==> src/mpg_display_pkg.sv <==
package mpg_display_pkg;

    // ======================================================================
    // Video widths and types
    // ======================================================================

    // One 8-bit colour channel
    typedef logic [7:0] colour_t;

    // Raster counter width that fits an 800-pixel line
    localparam int COUNT_W = 10;

    // Byte size of a mounted image
    typedef logic [63:0] file_size_t;

    // ======================================================================
    // Default 640x480 raster
    // ======================================================================

    // Horizontal timing in pixels
    localparam int DEF_H_ACTIVE     = 640;
    localparam int DEF_H_SYNC_START = 656;
    localparam int DEF_H_SYNC_END   = 751;
    localparam int DEF_H_TOTAL      = 800;

    // Vertical timing in lines
    localparam int DEF_V_ACTIVE     = 480;
    localparam int DEF_V_SYNC_START = 490;
    localparam int DEF_V_SYNC_END   = 491;
    localparam int DEF_V_TOTAL      = 525;

    // ======================================================================
    // Control defaults
    // ======================================================================

    // Decoder vsync rising edges needed before switching over
    localparam int DEF_LOCK_EDGES = 3;

    // Heartbeat counter width whose top bit drives the user LED
    localparam int DEF_HEARTBEAT_W = 25;

    // White level for the fallback picture
    localparam colour_t FALLBACK_COLOUR = '1;

endpackage

==> src/image_mount_tracker.sv <==
module image_mount_tracker (
    input  logic                        clk_sys,
    input  logic                        reset_n,
    input  logic                        img_mounted,
    input  mpg_display_pkg::file_size_t img_size,
    output logic                        stream_start,
    output mpg_display_pkg::file_size_t file_size
);

    logic mounted_prev;

    // ======================================================================
    // Mount edge and size latch
    // ======================================================================

    // New mount seen this cycle
    assign stream_start = img_mounted && !mounted_prev;

    always_ff @(posedge clk_sys or negedge reset_n) begin
        if (!reset_n) begin
            mounted_prev <= 1'b0;
            file_size    <= '0;
        end else begin
            mounted_prev <= img_mounted;
            // Size follows the host for as long as the mount flag is up
            if (img_mounted) begin
                file_size <= img_size;
            end
        end
    end

    // Streamer gets a single-cycle start per mount
    a_start_single : assert property (
        @(posedge clk_sys) disable iff (!reset_n)
        stream_start |=> !stream_start
    );

endmodule

==> src/mpg_display_top.sv <==
module mpg_display_top #(
    parameter int H_ACTIVE     = mpg_display_pkg::DEF_H_ACTIVE,
    parameter int H_SYNC_START = mpg_display_pkg::DEF_H_SYNC_START,
    parameter int H_SYNC_END   = mpg_display_pkg::DEF_H_SYNC_END,
    parameter int H_TOTAL      = mpg_display_pkg::DEF_H_TOTAL,
    parameter int V_ACTIVE     = mpg_display_pkg::DEF_V_ACTIVE,
    parameter int V_SYNC_START = mpg_display_pkg::DEF_V_SYNC_START,
    parameter int V_SYNC_END   = mpg_display_pkg::DEF_V_SYNC_END,
    parameter int V_TOTAL      = mpg_display_pkg::DEF_V_TOTAL,
    parameter int LOCK_EDGES   = mpg_display_pkg::DEF_LOCK_EDGES,
    parameter int HEARTBEAT_W  = mpg_display_pkg::DEF_HEARTBEAT_W
) (
    input  logic                        clk_sys,
    input  logic                        reset_n,
    // Decoder video
    input  mpg_display_pkg::colour_t    core_r,
    input  mpg_display_pkg::colour_t    core_g,
    input  mpg_display_pkg::colour_t    core_b,
    input  logic                        core_hsync,
    input  logic                        core_vsync,
    input  logic                        core_de,
    // Image mount from the host
    input  logic                        img_mounted,
    input  mpg_display_pkg::file_size_t img_size,
    // Streamer flags
    input  logic                        stream_active,
    input  logic                        stream_valid,
    // Selected video
    output mpg_display_pkg::colour_t    vga_r,
    output mpg_display_pkg::colour_t    vga_g,
    output mpg_display_pkg::colour_t    vga_b,
    output logic                        vga_hs,
    output logic                        vga_vs,
    output logic                        vga_de,
    output logic                        ce_pixel,
    // Stream control
    output logic                        stream_start,
    output mpg_display_pkg::file_size_t file_size,
    output logic                        core_video_active,
    // Board LEDs
    output logic                        led_user,
    output logic [1:0]                  led_disk
);

    // Fallback timing into the source mux
    logic fb_hs;
    logic fb_vs;
    logic fb_de;

    // ======================================================================
    // Video path
    // ======================================================================

    video_frame_timer #(
        .H_ACTIVE     (H_ACTIVE),
        .H_SYNC_START (H_SYNC_START),
        .H_SYNC_END   (H_SYNC_END),
        .H_TOTAL      (H_TOTAL),
        .V_ACTIVE     (V_ACTIVE),
        .V_SYNC_START (V_SYNC_START),
        .V_SYNC_END   (V_SYNC_END),
        .V_TOTAL      (V_TOTAL)
    ) u_frame_timer (
        .clk_sys  (clk_sys),
        .reset_n  (reset_n),
        .ce_pixel (ce_pixel),
        .fb_hs    (fb_hs),
        .fb_vs    (fb_vs),
        .fb_de    (fb_de)
    );

    video_source_select #(
        .LOCK_EDGES (LOCK_EDGES)
    ) u_source_select (
        .clk_sys           (clk_sys),
        .reset_n           (reset_n),
        .fb_hs             (fb_hs),
        .fb_vs             (fb_vs),
        .fb_de             (fb_de),
        .core_r            (core_r),
        .core_g            (core_g),
        .core_b            (core_b),
        .core_hsync        (core_hsync),
        .core_vsync        (core_vsync),
        .core_de           (core_de),
        .vga_r             (vga_r),
        .vga_g             (vga_g),
        .vga_b             (vga_b),
        .vga_hs            (vga_hs),
        .vga_vs            (vga_vs),
        .vga_de            (vga_de),
        .core_video_active (core_video_active)
    );

    // ======================================================================
    // Stream control and status
    // ======================================================================

    image_mount_tracker u_mount_tracker (
        .clk_sys      (clk_sys),
        .reset_n      (reset_n),
        .img_mounted  (img_mounted),
        .img_size     (img_size),
        .stream_start (stream_start),
        .file_size    (file_size)
    );

    status_led #(
        .HEARTBEAT_W (HEARTBEAT_W)
    ) u_status_led (
        .clk_sys       (clk_sys),
        .reset_n       (reset_n),
        .stream_active (stream_active),
        .stream_valid  (stream_valid),
        .led_user      (led_user),
        .led_disk      (led_disk)
    );

endmodule

==> src/status_led.sv <==
module status_led #(
    parameter int HEARTBEAT_W = mpg_display_pkg::DEF_HEARTBEAT_W
) (
    input  logic       clk_sys,
    input  logic       reset_n,
    input  logic       stream_active,
    input  logic       stream_valid,
    output logic       led_user,
    output logic [1:0] led_disk
);

    logic [HEARTBEAT_W-1:0] heartbeat;

    // ======================================================================
    // Heartbeat and disk activity
    // ======================================================================

    // Free-running counter giving about one blink per second at 27 MHz
    always_ff @(posedge clk_sys or negedge reset_n) begin
        if (!reset_n) begin
            heartbeat <= '0;
        end else begin
            heartbeat <= heartbeat + 1'b1;
        end
    end

    assign led_user = heartbeat[HEARTBEAT_W-1];

    // Upper LED shows streaming active and lower one shows data moving
    always_ff @(posedge clk_sys or negedge reset_n) begin
        if (!reset_n) begin
            led_disk <= 2'b00;
        end else begin
            led_disk <= {stream_active, stream_valid};
        end
    end

endmodule

==> src/video_frame_timer.sv <==
module video_frame_timer #(
    parameter int H_ACTIVE     = mpg_display_pkg::DEF_H_ACTIVE,
    parameter int H_SYNC_START = mpg_display_pkg::DEF_H_SYNC_START,
    parameter int H_SYNC_END   = mpg_display_pkg::DEF_H_SYNC_END,
    parameter int H_TOTAL      = mpg_display_pkg::DEF_H_TOTAL,
    parameter int V_ACTIVE     = mpg_display_pkg::DEF_V_ACTIVE,
    parameter int V_SYNC_START = mpg_display_pkg::DEF_V_SYNC_START,
    parameter int V_SYNC_END   = mpg_display_pkg::DEF_V_SYNC_END,
    parameter int V_TOTAL      = mpg_display_pkg::DEF_V_TOTAL
) (
    input  logic clk_sys,
    input  logic reset_n,
    output logic ce_pixel,
    output logic fb_hs,
    output logic fb_vs,
    output logic fb_de
);

    // Fixed clk_sys to pixel ratio
    localparam int CE_DIV = 4;
    localparam int DIV_W  = $clog2(CE_DIV);
    localparam int CW     = mpg_display_pkg::COUNT_W;

    localparam logic [DIV_W-1:0] DIV_LAST = DIV_W'(CE_DIV - 1);

    // Raster thresholds at counter width
    localparam logic [CW-1:0] H_LAST   = CW'(H_TOTAL - 1);
    localparam logic [CW-1:0] V_LAST   = CW'(V_TOTAL - 1);
    localparam logic [CW-1:0] H_ACT_C  = CW'(H_ACTIVE);
    localparam logic [CW-1:0] V_ACT_C  = CW'(V_ACTIVE);
    localparam logic [CW-1:0] H_SS_C   = CW'(H_SYNC_START);
    localparam logic [CW-1:0] H_SE_C   = CW'(H_SYNC_END);
    localparam logic [CW-1:0] V_SS_C   = CW'(V_SYNC_START);
    localparam logic [CW-1:0] V_SE_C   = CW'(V_SYNC_END);

    logic [DIV_W-1:0] div_cnt;
    logic [CW-1:0]    hcount;
    logic [CW-1:0]    vcount;
    logic             h_wrap;
    logic             v_wrap;

    // ======================================================================
    // Pixel enable
    // ======================================================================

    // Divider starts at zero so the first cycle after reset is a pixel
    always_ff @(posedge clk_sys or negedge reset_n) begin
        if (!reset_n) begin
            div_cnt <= '0;
        end else if (div_cnt == DIV_LAST) begin
            div_cnt <= '0;
        end else begin
            div_cnt <= div_cnt + 1'b1;
        end
    end

    assign ce_pixel = (div_cnt == '0);

    // ======================================================================
    // Fallback raster
    // ======================================================================

    assign h_wrap = (hcount == H_LAST);
    assign v_wrap = (vcount == V_LAST);

    // Horizontal and vertical position, stepped once per pixel
    always_ff @(posedge clk_sys or negedge reset_n) begin
        if (!reset_n) begin
            hcount <= '0;
            vcount <= '0;
        end else if (ce_pixel) begin
            if (h_wrap) begin
                hcount <= '0;
                // Next line only at the end of the current one
                if (v_wrap) begin
                    vcount <= '0;
                end else begin
                    vcount <= vcount + 1'b1;
                end
            end else begin
                hcount <= hcount + 1'b1;
            end
        end
    end

    // Syncs and enable decoded from the position before the step
    // Active high, same polarity as the decoder syncs
    always_ff @(posedge clk_sys or negedge reset_n) begin
        if (!reset_n) begin
            fb_hs <= 1'b0;
            fb_vs <= 1'b0;
            fb_de <= 1'b0;
        end else if (ce_pixel) begin
            fb_hs <= (hcount >= H_SS_C) && (hcount <= H_SE_C);
            fb_vs <= (vcount >= V_SS_C) && (vcount <= V_SE_C);
            fb_de <= (hcount < H_ACT_C) && (vcount < V_ACT_C);
        end
    end

    // Position never leaves the raster for any enable pattern
    a_raster_bounds : assert property (
        @(posedge clk_sys) disable iff (!reset_n)
        (int'(hcount) < H_TOTAL) && (int'(vcount) < V_TOTAL)
    );

endmodule

==> src/video_source_select.sv <==
module video_source_select #(
    parameter int LOCK_EDGES = mpg_display_pkg::DEF_LOCK_EDGES
) (
    input  logic                     clk_sys,
    input  logic                     reset_n,
    input  logic                     fb_hs,
    input  logic                     fb_vs,
    input  logic                     fb_de,
    input  mpg_display_pkg::colour_t core_r,
    input  mpg_display_pkg::colour_t core_g,
    input  mpg_display_pkg::colour_t core_b,
    input  logic                     core_hsync,
    input  logic                     core_vsync,
    input  logic                     core_de,
    output mpg_display_pkg::colour_t vga_r,
    output mpg_display_pkg::colour_t vga_g,
    output mpg_display_pkg::colour_t vga_b,
    output logic                     vga_hs,
    output logic                     vga_vs,
    output logic                     vga_de,
    output logic                     core_video_active
);

    // Edge count must hold LOCK_EDGES itself
    localparam int EDGE_W = $clog2(LOCK_EDGES + 1);

    localparam logic [EDGE_W-1:0] EDGE_LOCK = EDGE_W'(LOCK_EDGES);

    logic              vsync_prev;
    logic              vsync_rise;
    logic [EDGE_W-1:0] edge_cnt;
    logic [EDGE_W-1:0] edge_cnt_next;

    // ======================================================================
    // Decoder alive detection
    // ======================================================================

    assign vsync_rise = core_vsync && !vsync_prev;

    // Count only until the switch, then hold
    always_comb begin
        edge_cnt_next = edge_cnt;
        if (vsync_rise && !core_video_active && (edge_cnt != EDGE_LOCK)) begin
            edge_cnt_next = edge_cnt + 1'b1;
        end
    end

    // Select flag sets on the same clock that records the last edge
    always_ff @(posedge clk_sys or negedge reset_n) begin
        if (!reset_n) begin
            vsync_prev        <= 1'b0;
            edge_cnt          <= '0;
            core_video_active <= 1'b0;
        end else begin
            vsync_prev <= core_vsync;
            edge_cnt   <= edge_cnt_next;
            if (edge_cnt_next == EDGE_LOCK) begin
                core_video_active <= 1'b1;
            end
        end
    end

    // ======================================================================
    // Output steering
    // ======================================================================

    // White picture on fallback timing until the decoder takes over
    assign vga_r  = core_video_active ? core_r     : mpg_display_pkg::FALLBACK_COLOUR;
    assign vga_g  = core_video_active ? core_g     : mpg_display_pkg::FALLBACK_COLOUR;
    assign vga_b  = core_video_active ? core_b     : mpg_display_pkg::FALLBACK_COLOUR;
    assign vga_hs = core_video_active ? core_hsync : fb_hs;
    assign vga_vs = core_video_active ? core_vsync : fb_vs;
    assign vga_de = core_video_active ? core_de    : fb_de;

    // Once on the decoder picture, no return to fallback short of reset
    a_select_sticky : assert property (
        @(posedge clk_sys) disable iff (!reset_n)
        core_video_active |=> core_video_active
    );

endmodule
==> config.mk <==
export PLATFORM = sky130hd
export DESIGN_NAME = mpg_display_top
export DESIGN_NICKNAME = d
export VERILOG_FILES = /design/src/mpg_display_pkg.sv /design/src/image_mount_tracker.sv /design/src/mpg_display_top.sv /design/src/status_led.sv /design/src/video_frame_timer.sv /design/src/video_source_select.sv
export SDC_FILE = /design/constraint.sdc
export NUM_CORES = 1
export LEC_CHECK = 0
export ABC_CLOCK_PERIOD_IN_PS = 2200
export BUFFER_PORTS_ARGS = -buffer_cell sky130_fd_sc_hd__buf_2
export CAP_MARGIN = 10
export CELL_PAD_IN_SITES_DETAIL_PLACEMENT = 0
export CELL_PAD_IN_SITES_GLOBAL_PLACEMENT = 1
export CORE_MARGIN = 2
export CORE_UTILIZATION = 39
export CTS_CLUSTER_SIZE = 30
export DETAILED_ROUTE_END_ITERATION = 8
export HOLD_SLACK_MARGIN = 0.06
export PLACE_DENSITY_LB_ADDON = 0.15
export REMOVE_ABC_BUFFERS = 1
export SYNTH_ARGS = -nofsm -noshare
export SYNTH_HDL_FRONTEND = slang
export SYNTH_HIERARCHICAL = 1
export SYNTH_SLANG_ARGS = --single-unit
==> constraint.sdc <==
create_clock -name clk_sys -period 2.2 [get_ports clk_sys]
set_input_delay 0.44 -clock clk_sys [delete_from_list [all_inputs] [get_ports clk_sys]]
set_output_delay 0.44 -clock clk_sys [all_outputs]
set_load 0.03 [all_outputs]
==> results.ini, run 1 <==
[cts]
postCtsHoldBufs=1
clk_latency_ns=0.40
cts_buffers=17
cts.repair.resized=0
clk_path_buf_depth=2
cts_tree=built
clock-sinks=121
cts_root_buffer=clkbuf_16
post_cts_buffers=0
htreeDepth=4
path_clk_slew_ns=0.05

[setup_path]
critPathLaunchType=register
critPathLaunch=u_source_select/core_video_active
cp.required_ns=1.76
cp.arrival_ns=1.63
critPathCaptureType=output pin
r2r_start=u_frame_timer/hcount[6]
cp_max_fo=17
crit_type=register to output pin

[timing]
tightest_slew_ns=0.595
hold_violations=0
setup-violations-final=0
period_minus_slack_ns=2.07
slew_violations=0
fmax_mhz=483
rsz0062_at_grt=no
period_share_pct=94.0
fin_skew_ns=0.00469
slew_headroom_pct=60.3
fin_tns_setup_ns=0
fin_ws_ns=0.131

[status]
status=complete, no violations

[floorplanning]
fp.coreArea_sq_mm=0.0138
rows=43
dieArea_sq_mm=0.0150
start_util_pct=39.7
dieWidth_um=122
chipHeight_um=122
ios=193

[route]
antenna_left=0
drt-total-wl_um=11700
drtPass1Iterations=4
vias=3772
drc=0
viasPerCell=4.73
first_iter_violations=130
routed_wire_length_per_instance_um=14.7

[layout]
drive_gt1_share_pct=52.4
stdcell_count=798
seqCellArea_sq_mm=0.00303
final_cell_mix=buf_2 (190), dfrtp_1 (121), mux2_4 (51)
final_nets=709
post-route-util_pct=52.8
final_common_cell=buf_2
multi_input_area_sq_mm=0.00230
filler_cell_count=1210
synthToLayoutAreaGrowth_pct=33.2

[logic_synthesis]
post-synth-top-area-cell=dfrtp_1
synth_ff_type=dfrtp_1
synth_edf_count=0
synth_cells=391
yosys_warnings=6
synth.distinct_cells=48
syn_area_sq_mm=0.00546
synthArstFlopShare_pct=100
yosysTopAreaCellShare_pct=55.4
yosysSeqAreaShare_pct=55.4
netlist_top_cells_area=dfrtp_1 (55%), mux2_4 (14%), mux2_2 (3.9%)
avgSynthCellArea_sq_um=14.0
ys_ff_latch=121

[place]
hpwl_um=8660
dp_slack_ns=0.261
dp.cells=764
io_buffers=192
gp_congestion=0.804

[global_routing]
grt_usage_pct=16.2
grt_pass1_vias=3707
overflow=0
grt_pass1_wl_um=18400
antenna_found_initial=1
grt_max_degree=46

[power]
peakVddDrop_mv=0.570
p_leak_nw=3.76
p_per_area_mw_per_mm2=834
finalPower_mw=6.07

[run]
drv_cap=0

[worst_hold_path]
hp-start=stream_valid
min_path_type=primary input to register

-- synth_stat cells, types with 2 or more instances --
cell type    n
and3_1       7
and3_2       2
and4_1       4
buf_2        4
buf_6        6
dfrtp_1    121
ha_1         9
inv_1       12
mux2_2      19
mux2_4      51
nand2_1     17
nand2b_1    26
nand3_1     14
nand4_1     10
nand4_4      2
nand4b_1     2
nor2_1      13
nor3_1       2
nor4_4       3
o21ai_0      6
o22ai_1      2
xnor2_1     24
xor2_1      10
-- cells by family (layout without fill, tap and decap cells) --
logic type                 after synthesis  in the layout  share of synthesized area [%]
muxes                                   70             70                           17.9
xor gates and xnor gates                34             34                           5.45
and+or+nand+nor                        116            116                           14.3
DFF                                    121            121                           55.4
adders and majority gates                9              9                           2.06
other                                    0              1                              0
AOI/OAI and AO/OA                       18             18                           2.36
buffers and inverters                   23            249                           2.50
-- per-stage QoR --
step | instance area (sq um) | hold slack [ns]
2_1_floorplan | 5370 | 0.144
3_3_place_gp | 6680 | 0.437
3_5_place_dp | 6680 | 0.448
4_1_cts | 7270 | 0.116
5_1_grt | 7280 | 0.114
6_report | 7280 | 0.140
-- area by class of cell --
cell class	count	share of cell area [%]
timing repair buffer	205	15.0
sequential	121	41.6
inverter	12	0.619
antenna	1	0.0344
clock inverter	14	2.01
multi-input combinational	247	31.6
tap	180	3.10
clock buffer	18	6.04
-- power breakdown --
group | switching (mW) | leakage [nW] | internal [mW] | total [mW]
Sequential | 0.0755 | 1.49 | 2.37 | 2.44
Clock | 1.01 | 0.283 | 1.70 | 2.71
Combinational | 0.537 | 1.99 | 0.379 | 0.916
Total | 1.62 | 3.76 | 4.45 | 6.07
-- path summary, 6_finish.rpt --
path                                                     end  slack [ns]  depth (start not counted)
worst min-delay path                u_status_led/led_disk[0]        0.14                          1
min in group asynchronous       u_mount_tracker/file_size[6]        0.60                          2
worst min register to register      u_frame_timer/div_cnt[0]        0.45                          1
worst max register to register       u_frame_timer/vcount[4]        0.27                          4
max in group asynchronous            u_frame_timer/vcount[8]        0.96                          3
worst max-delay path                                  vga_de        0.13                          2
-- registers in the layout (all words and copies together) (netlist names) --
| signal | flops |
|---|---|
| u_status_led/heartbeat | 25 |
| u_frame_timer/hcount | 10 |
| u_frame_timer/fb_hs | 1 |
| u_frame_timer/div_cnt | 2 |
| u_status_led/led_disk | 2 |
| u_frame_timer/fb_de | 1 |
| u_source_select/vsync_prev | 1 |
| u_mount_tracker/mounted_prev | 1 |
| u_source_select/core_video_active | 1 |
| u_mount_tracker/file_size | 64 |
| u_frame_timer/fb_vs | 1 |
| u_frame_timer/vcount | 10 |
| u_source_select/edge_cnt | 2 |
-- layer usage --
layer	track usage [%]	share of wire (%)	vias to the layer above
li1	-	-	1796
met1	18.9	40	1830
met2	27.6	52	132
met3	4.37	6.3	14
met4	7.83	2.0	0
met5	0	0	-
-- worst max-delay path, cell delays in order, from the launching register on --
cell	delay (ns)
dfrtp_1	0.66
mux2_2	0.39
buf_2	0.18
Power figures use the tool's default switching activity.
==> run 2, diff against run 1 <==
Settings changed: ABC_AREA from default to 1, CORE_UTILIZATION 39 to 37.
==> results.ini, run 2 <==
[route]
first_iter_violations=251
vias=4794
viasPerCell=4.51
drtPass1Iterations=4
met3_length_um=1560
route.met2.wl_um=6000
topRoutingLayerUsed=met4
drc=0
routed_wire_length_per_instance_um=12.7
antenna_left=0
drt-total-wl_um=13500
drt-met1-wl_um=5810

[power]
pwr-share-clk_pct=47.3
p_int_mw=4.29
seqPwrFrac_pct=40.4
p_leak_nw=4.02
finalPower_mw=5.92
power_frac_comb_pct=12.2
p_per_area_mw_per_mm2=798
peakVddDrop_mv=0.513
p_switching_mw=1.63
switching_share_pct=27.6

[worst_hold_path]
min_path_type=primary input to register

[cts]
path_clk_slew_ns=0.06
cts.repair.resized=0
clk_latency_ns=0.41
cts_buffers=17
clk_path_buf_depth=2
cts_tree=built
htreeDepth=4
post_cts_buffers=0
clock-sinks=121
cts_root_buffer=clkbuf_16

[floorplanning]
rows=45
fp.coreArea_sq_mm=0.0151
chipHeight_um=128
dieWidth_um=128
start_util_pct=37.8
dieArea_sq_mm=0.0165
ios=193

[place]
hpwl_um=10200
io_buffers=192
gp_congestion=0.809

[timing]
slew_headroom_pct=65.7
fin_hold_ws_ns=0.139
hold_violations=0
slew_violations=0
fin_skew_ns=0.00736
fin_tns_setup_ns=0
tightest_slew_ns=0.512
rsz0062_at_grt=no
fmax_mhz=511
period_share_pct=88.9
setup-violations-final=0
period_minus_slack_ns=1.96

[layout]
top_regs=u_mount_tracker/file_size (64), u_status_led/heartbeat (25)
final_common_cell=nand2_1
synthToLayoutAreaGrowth_pct=29.6
largest_reg_flops=64
filler_cell_count=1500
final_cell_mix=nand2_1 (297), buf_2 (191), dfrtp_1 (121)
regMostFlops=u_mount_tracker/file_size
antennaDiodeCount=0
drive_gt1_share_pct=32.0
final_nets=966

[logic_synthesis]
syn_area_sq_mm=0.00573
synth_compound_area_share_pct=1.62
ys_ff_latch=121
yosysTopAreaCellShare_pct=52.9
synth_common_cells=nand2_1 (297), dfrtp_1 (121), nor2_1 (45)
synthXorXnorAreaFrac_pct=3.50
avgSynthCellArea_sq_um=8.66
post-synth-top-area-cell=dfrtp_1
yosys_warnings=6
synth_edf_count=0
synthMuxAreaShare_pct=0
synth_cells=661
synthArstFlopShare_pct=100
synth.most_common_cell=nand2_1
synth_fa_ha_area_share_pct=1.97
netlist_top_cells_area=dfrtp_1 (53%), nand2_1 (19%), nor2_1 (3.0%)
synth_ff_type=dfrtp_1
synth-simple-area-share_pct=34.0
synth.distinct_cells=33
yosysSeqAreaShare_pct=52.9
synth_top_family_by_area=simple AND/OR/NAND/NOR gates

[global_routing]
grt_pass1_vias=4716
grt_max_degree=45
overflow=0
antenna_found_initial=1
grt_pass1_wl_um=22100
grt_usage_pct=17.0

[setup_path]
critPathCaptureType=output pin
cp_max_fo=10
r2r_setup_slack_ns=0.38
path_cells=inv_1 -> ha_1 -> buf_2
max_stage_delay_ns=0.39
crit_slowest_cell=dfrtp_1
cp.arrival_ns=1.52
cp_top_family=flip-flops
path_buf_inv=2
cp.required_ns=1.76
critPathLaunchType=register
crit_type=register to output pin

[status]
status=complete, no violations

[run]
drv_cap=0

[run 2: changes by cell type in the layout (fill, tap and decap cells not counted), sizes merged, moves of 6 or more]
cell | previous run | this run
o21ai | 7 | 13
or2 | 0 | 24
nor2 | 13 | 58
mux2 | 70 | 0
nand3b | 0 | 8
inv | 15 | 43
nand3 | 15 | 23
xnor2 | 24 | 8
and3 | 9 | 0
nand2 | 17 | 304
nand2b | 26 | 0
[run 2: area by class of cell]
cell class	count	area, sq um	share of cell area (%)
timing repair buffer	201	1060	14.3
tap	188	235	3.17
clock buffer	18	439	5.92
multi-input combinational	482	2350	31.7
sequential	121	3030	40.8
clock inverter	14	164	2.21
inverter	38	143	1.92
[run 2: worst register-to-register path: cells and delay by family (launching register included)]
family        cells  cell delay [ns]
simple gates      3             0.65
flops             1             0.39
fa+ha+maj         1             0.37
buf+inv           2             0.34
[run 2: path summary, 6_finish.rpt]
path	start	to	depth (start not counted)
setup / recovery	u_frame_timer/div_cnt[0]	ce_pixel	3
max in group asynchronous	reset_n	u_mount_tracker/file_size[44]	3
min in group asynchronous	reset_n	u_frame_timer/hcount[6]	2
hold / removal	stream_valid	u_status_led/led_disk[0]	1
setup reg to reg	u_frame_timer/div_cnt[0]	u_frame_timer/vcount[3]	6
hold reg to reg	u_frame_timer/div_cnt[0]	u_frame_timer/div_cnt[0]	1
[run 2: power by group through the flow]
stage	clock, mW	sequential, mW	combinational, mW
after detailed placement	0	2.43	0.738
after CTS	2.87	2.39	0.738
after floorplan	0	2.64	0.181
after global placement	0	2.43	0.734
final	2.80	2.39	0.724
after global routing	2.97	2.41	0.795
[run 2: metrics by stage]
stage / worst slack [ns] / instance area, sq um / instances / utilization (%)
2_1_floorplan: 0.281 / 5520 / 641 / -
3_3_place_gp: 0.498 / 6810 / 1029 / 44.9
3_5_place_dp: 0.396 / 6810 / 1029 / 44.9
4_1_cts: 0.207 / 7420 / 1062 / 49.0
5_1_grt: 0.132 / 7420 / 1062 / 49.0
6_report: 0.243 / 7420 / 1062 / 49.0
[run 2: routing by layer]
layer,vias up,track usage (%)
met5,-,0
met4,0,5.30
met3,8,9.02
met2,174,27.2
met1,2176,19.9
li1,2436,-
[run 2: cell families after synthesis]
kind of cell | count (synthesis)
flip-flops | 121
buffers and inverters | 58
XOR/XNOR | 22
AO/OA/AOI/OAI | 16
AND/OR/NAND/NOR | 435
adder cells (fa/ha/maj) | 9
[run 2: what timing repair did]
action | 4_1_cts | 5_1_grt
hold buffers | 1 | 0
endpoints found under the hold margin | 30 | 0
endpoints found under the setup margin | 0 | 0
==> run 3, diff against run 2 <==
Settings changed: ABC_AREA 1 to default, ABC_CLOCK_PERIOD_IN_PS 2200 to 2300, CORE_UTILIZATION 37 to 40.
Clock period 2.2 ns to 2.3 ns, I/O delays scaled along.
==> results.ini, run 3 (synthesis gave the netlist of run 1 again) <==
[status]
status=complete, no violations

[setup_path]
cp.arrival_ns=1.55
timing.rr.end=u_frame_timer/vcount[4]
cp.required_ns=1.84
crit_type=register to output pin
r2r_setup_slack_ns=0.39
r2r_start=u_frame_timer/hcount[6]
cp_max_fo=14
critPathLaunchType=register
reg2regPathDepth=4
critPathCaptureType=output pin
critPathLaunch=u_source_select/core_video_active
crit_path_end=vga_vs

[route]
first_iter_violations=140
routed_wire_length_per_instance_um=14.7
vias=3773
drc=0
drt-total-wl_um=11600
antenna_left=0
viasPerCell=4.78
drtPass1Iterations=4

[cts]
cts_root_buffer=clkbuf_16
post_cts_buffers=0
clock-sinks=121
cts_tree=built
htreeDepth=4
cts.repair.resized=0
cts_buffers=17
clk_latency_ns=0.41
clk_path_buf_depth=2
postCtsHoldBufs=1
path_clk_slew_ns=0.05

[floorplanning]
dieArea_sq_mm=0.0146
fp.coreArea_sq_mm=0.0133
rows=42
dieWidth_um=121
ios=193
chipHeight_um=121
start_util_pct=41.1

[timing]
slew_headroom_pct=69.3
fin_hold_ws_ns=0.162
period_share_pct=87.5
hold_violations=0
fmax_mhz=497
slew_violations=0
setup-violations-final=0
tightest_slew_ns=0.460
rsz0062_at_grt=no
fin_skew_ns=0.00695
period_minus_slack_ns=2.01
fin_ws_ns=0.287

[layout]
post-route-util_pct=54.8
final_nets=705
fin_area_sq_mm=0.00728
largest_reg_flops=64
final_common_cell=buf_2
drive_gt1_share_pct=51.9
final_cell_mix=buf_2 (190), dfrtp_1 (121), mux2_4 (51)
regMostFlops=u_mount_tracker/file_size
top_regs=u_mount_tracker/file_size (64), u_status_led/heartbeat (25)
antennaDiodeCount=0
synthToLayoutAreaGrowth_pct=33.3

[global_routing]
overflow=0
grt_usage_pct=16.7
grt_pass1_wl_um=18800
grt_pass1_vias=3851
grt_max_degree=52
antenna_found_initial=0

[place]
io_buffers=192
hpwl_um=8680
placed_cell_area_sq_mm=0.00666
gp_congestion=0.778
dp_slack_ns=0.383

[worst_hold_path]
min_path_type=primary input to register

[power]
p_per_area_mw_per_mm2=813
p_leak_nw=3.76
peakVddDrop_mv=0.494

[run]
drv_cap=0

[run 3: final cells by class]
cell class	count	area (sq um)
inverter	12	45.0
multi-input combinational	247	2300
tap	176	220
fill	1166	6010
clock inverter	11	145
clock buffer	21	470
timing repair buffer	201	1070
sequential	121	3030
[run 3: where the power goes]
group / leakage (nW) / switching, mW / internal (mW)
Sequential: 1.49 / 0.0733 / 2.27
Clock: 0.295 / 0.921 / 1.78
Combinational: 1.98 / 0.513 / 0.361
[run 3: worst max-delay path, stage by stage, from the launching register on]
cell     delay (ns)
dfrtp_1        0.58
mux2_2         0.38
buf_2          0.18
[run 3: through the flow]
stage          power (mW)  TNS, ns  cells
4_1_cts              6.01        0    789
3_3_place_gp         3.25        0    756
6_report             5.92        0    789
2_1_floorplan        2.90  -0.0601    380
5_1_grt              6.18        0    789
3_5_place_dp         3.26        0    756
[run 3: routing by layer]
metal	global-route usage [%]	wire, um	part of all wire [%]
met5	0	0	0
met4	7.92	343	2.9
met3	4.70	707	6.1
met2	28.8	5920	51
met1	19.2	4660	40
[run 3: worst min path at each step]
stage                                   startpoint                       endpoint  slack, ns  cells past startpoint
after floorplan                            reset_n       u_frame_timer/div_cnt[0]       0.16                      0
after global placement    u_frame_timer/div_cnt[0]       u_frame_timer/div_cnt[0]       0.43                      1
after detailed placement                   reset_n  u_mount_tracker/file_size[29]       0.44                      1
after CTS                             stream_valid       u_status_led/led_disk[0]       0.14                      1
after global routing                  stream_valid       u_status_led/led_disk[0]       0.14                      1
final                                 stream_valid       u_status_led/led_disk[0]       0.16                      1
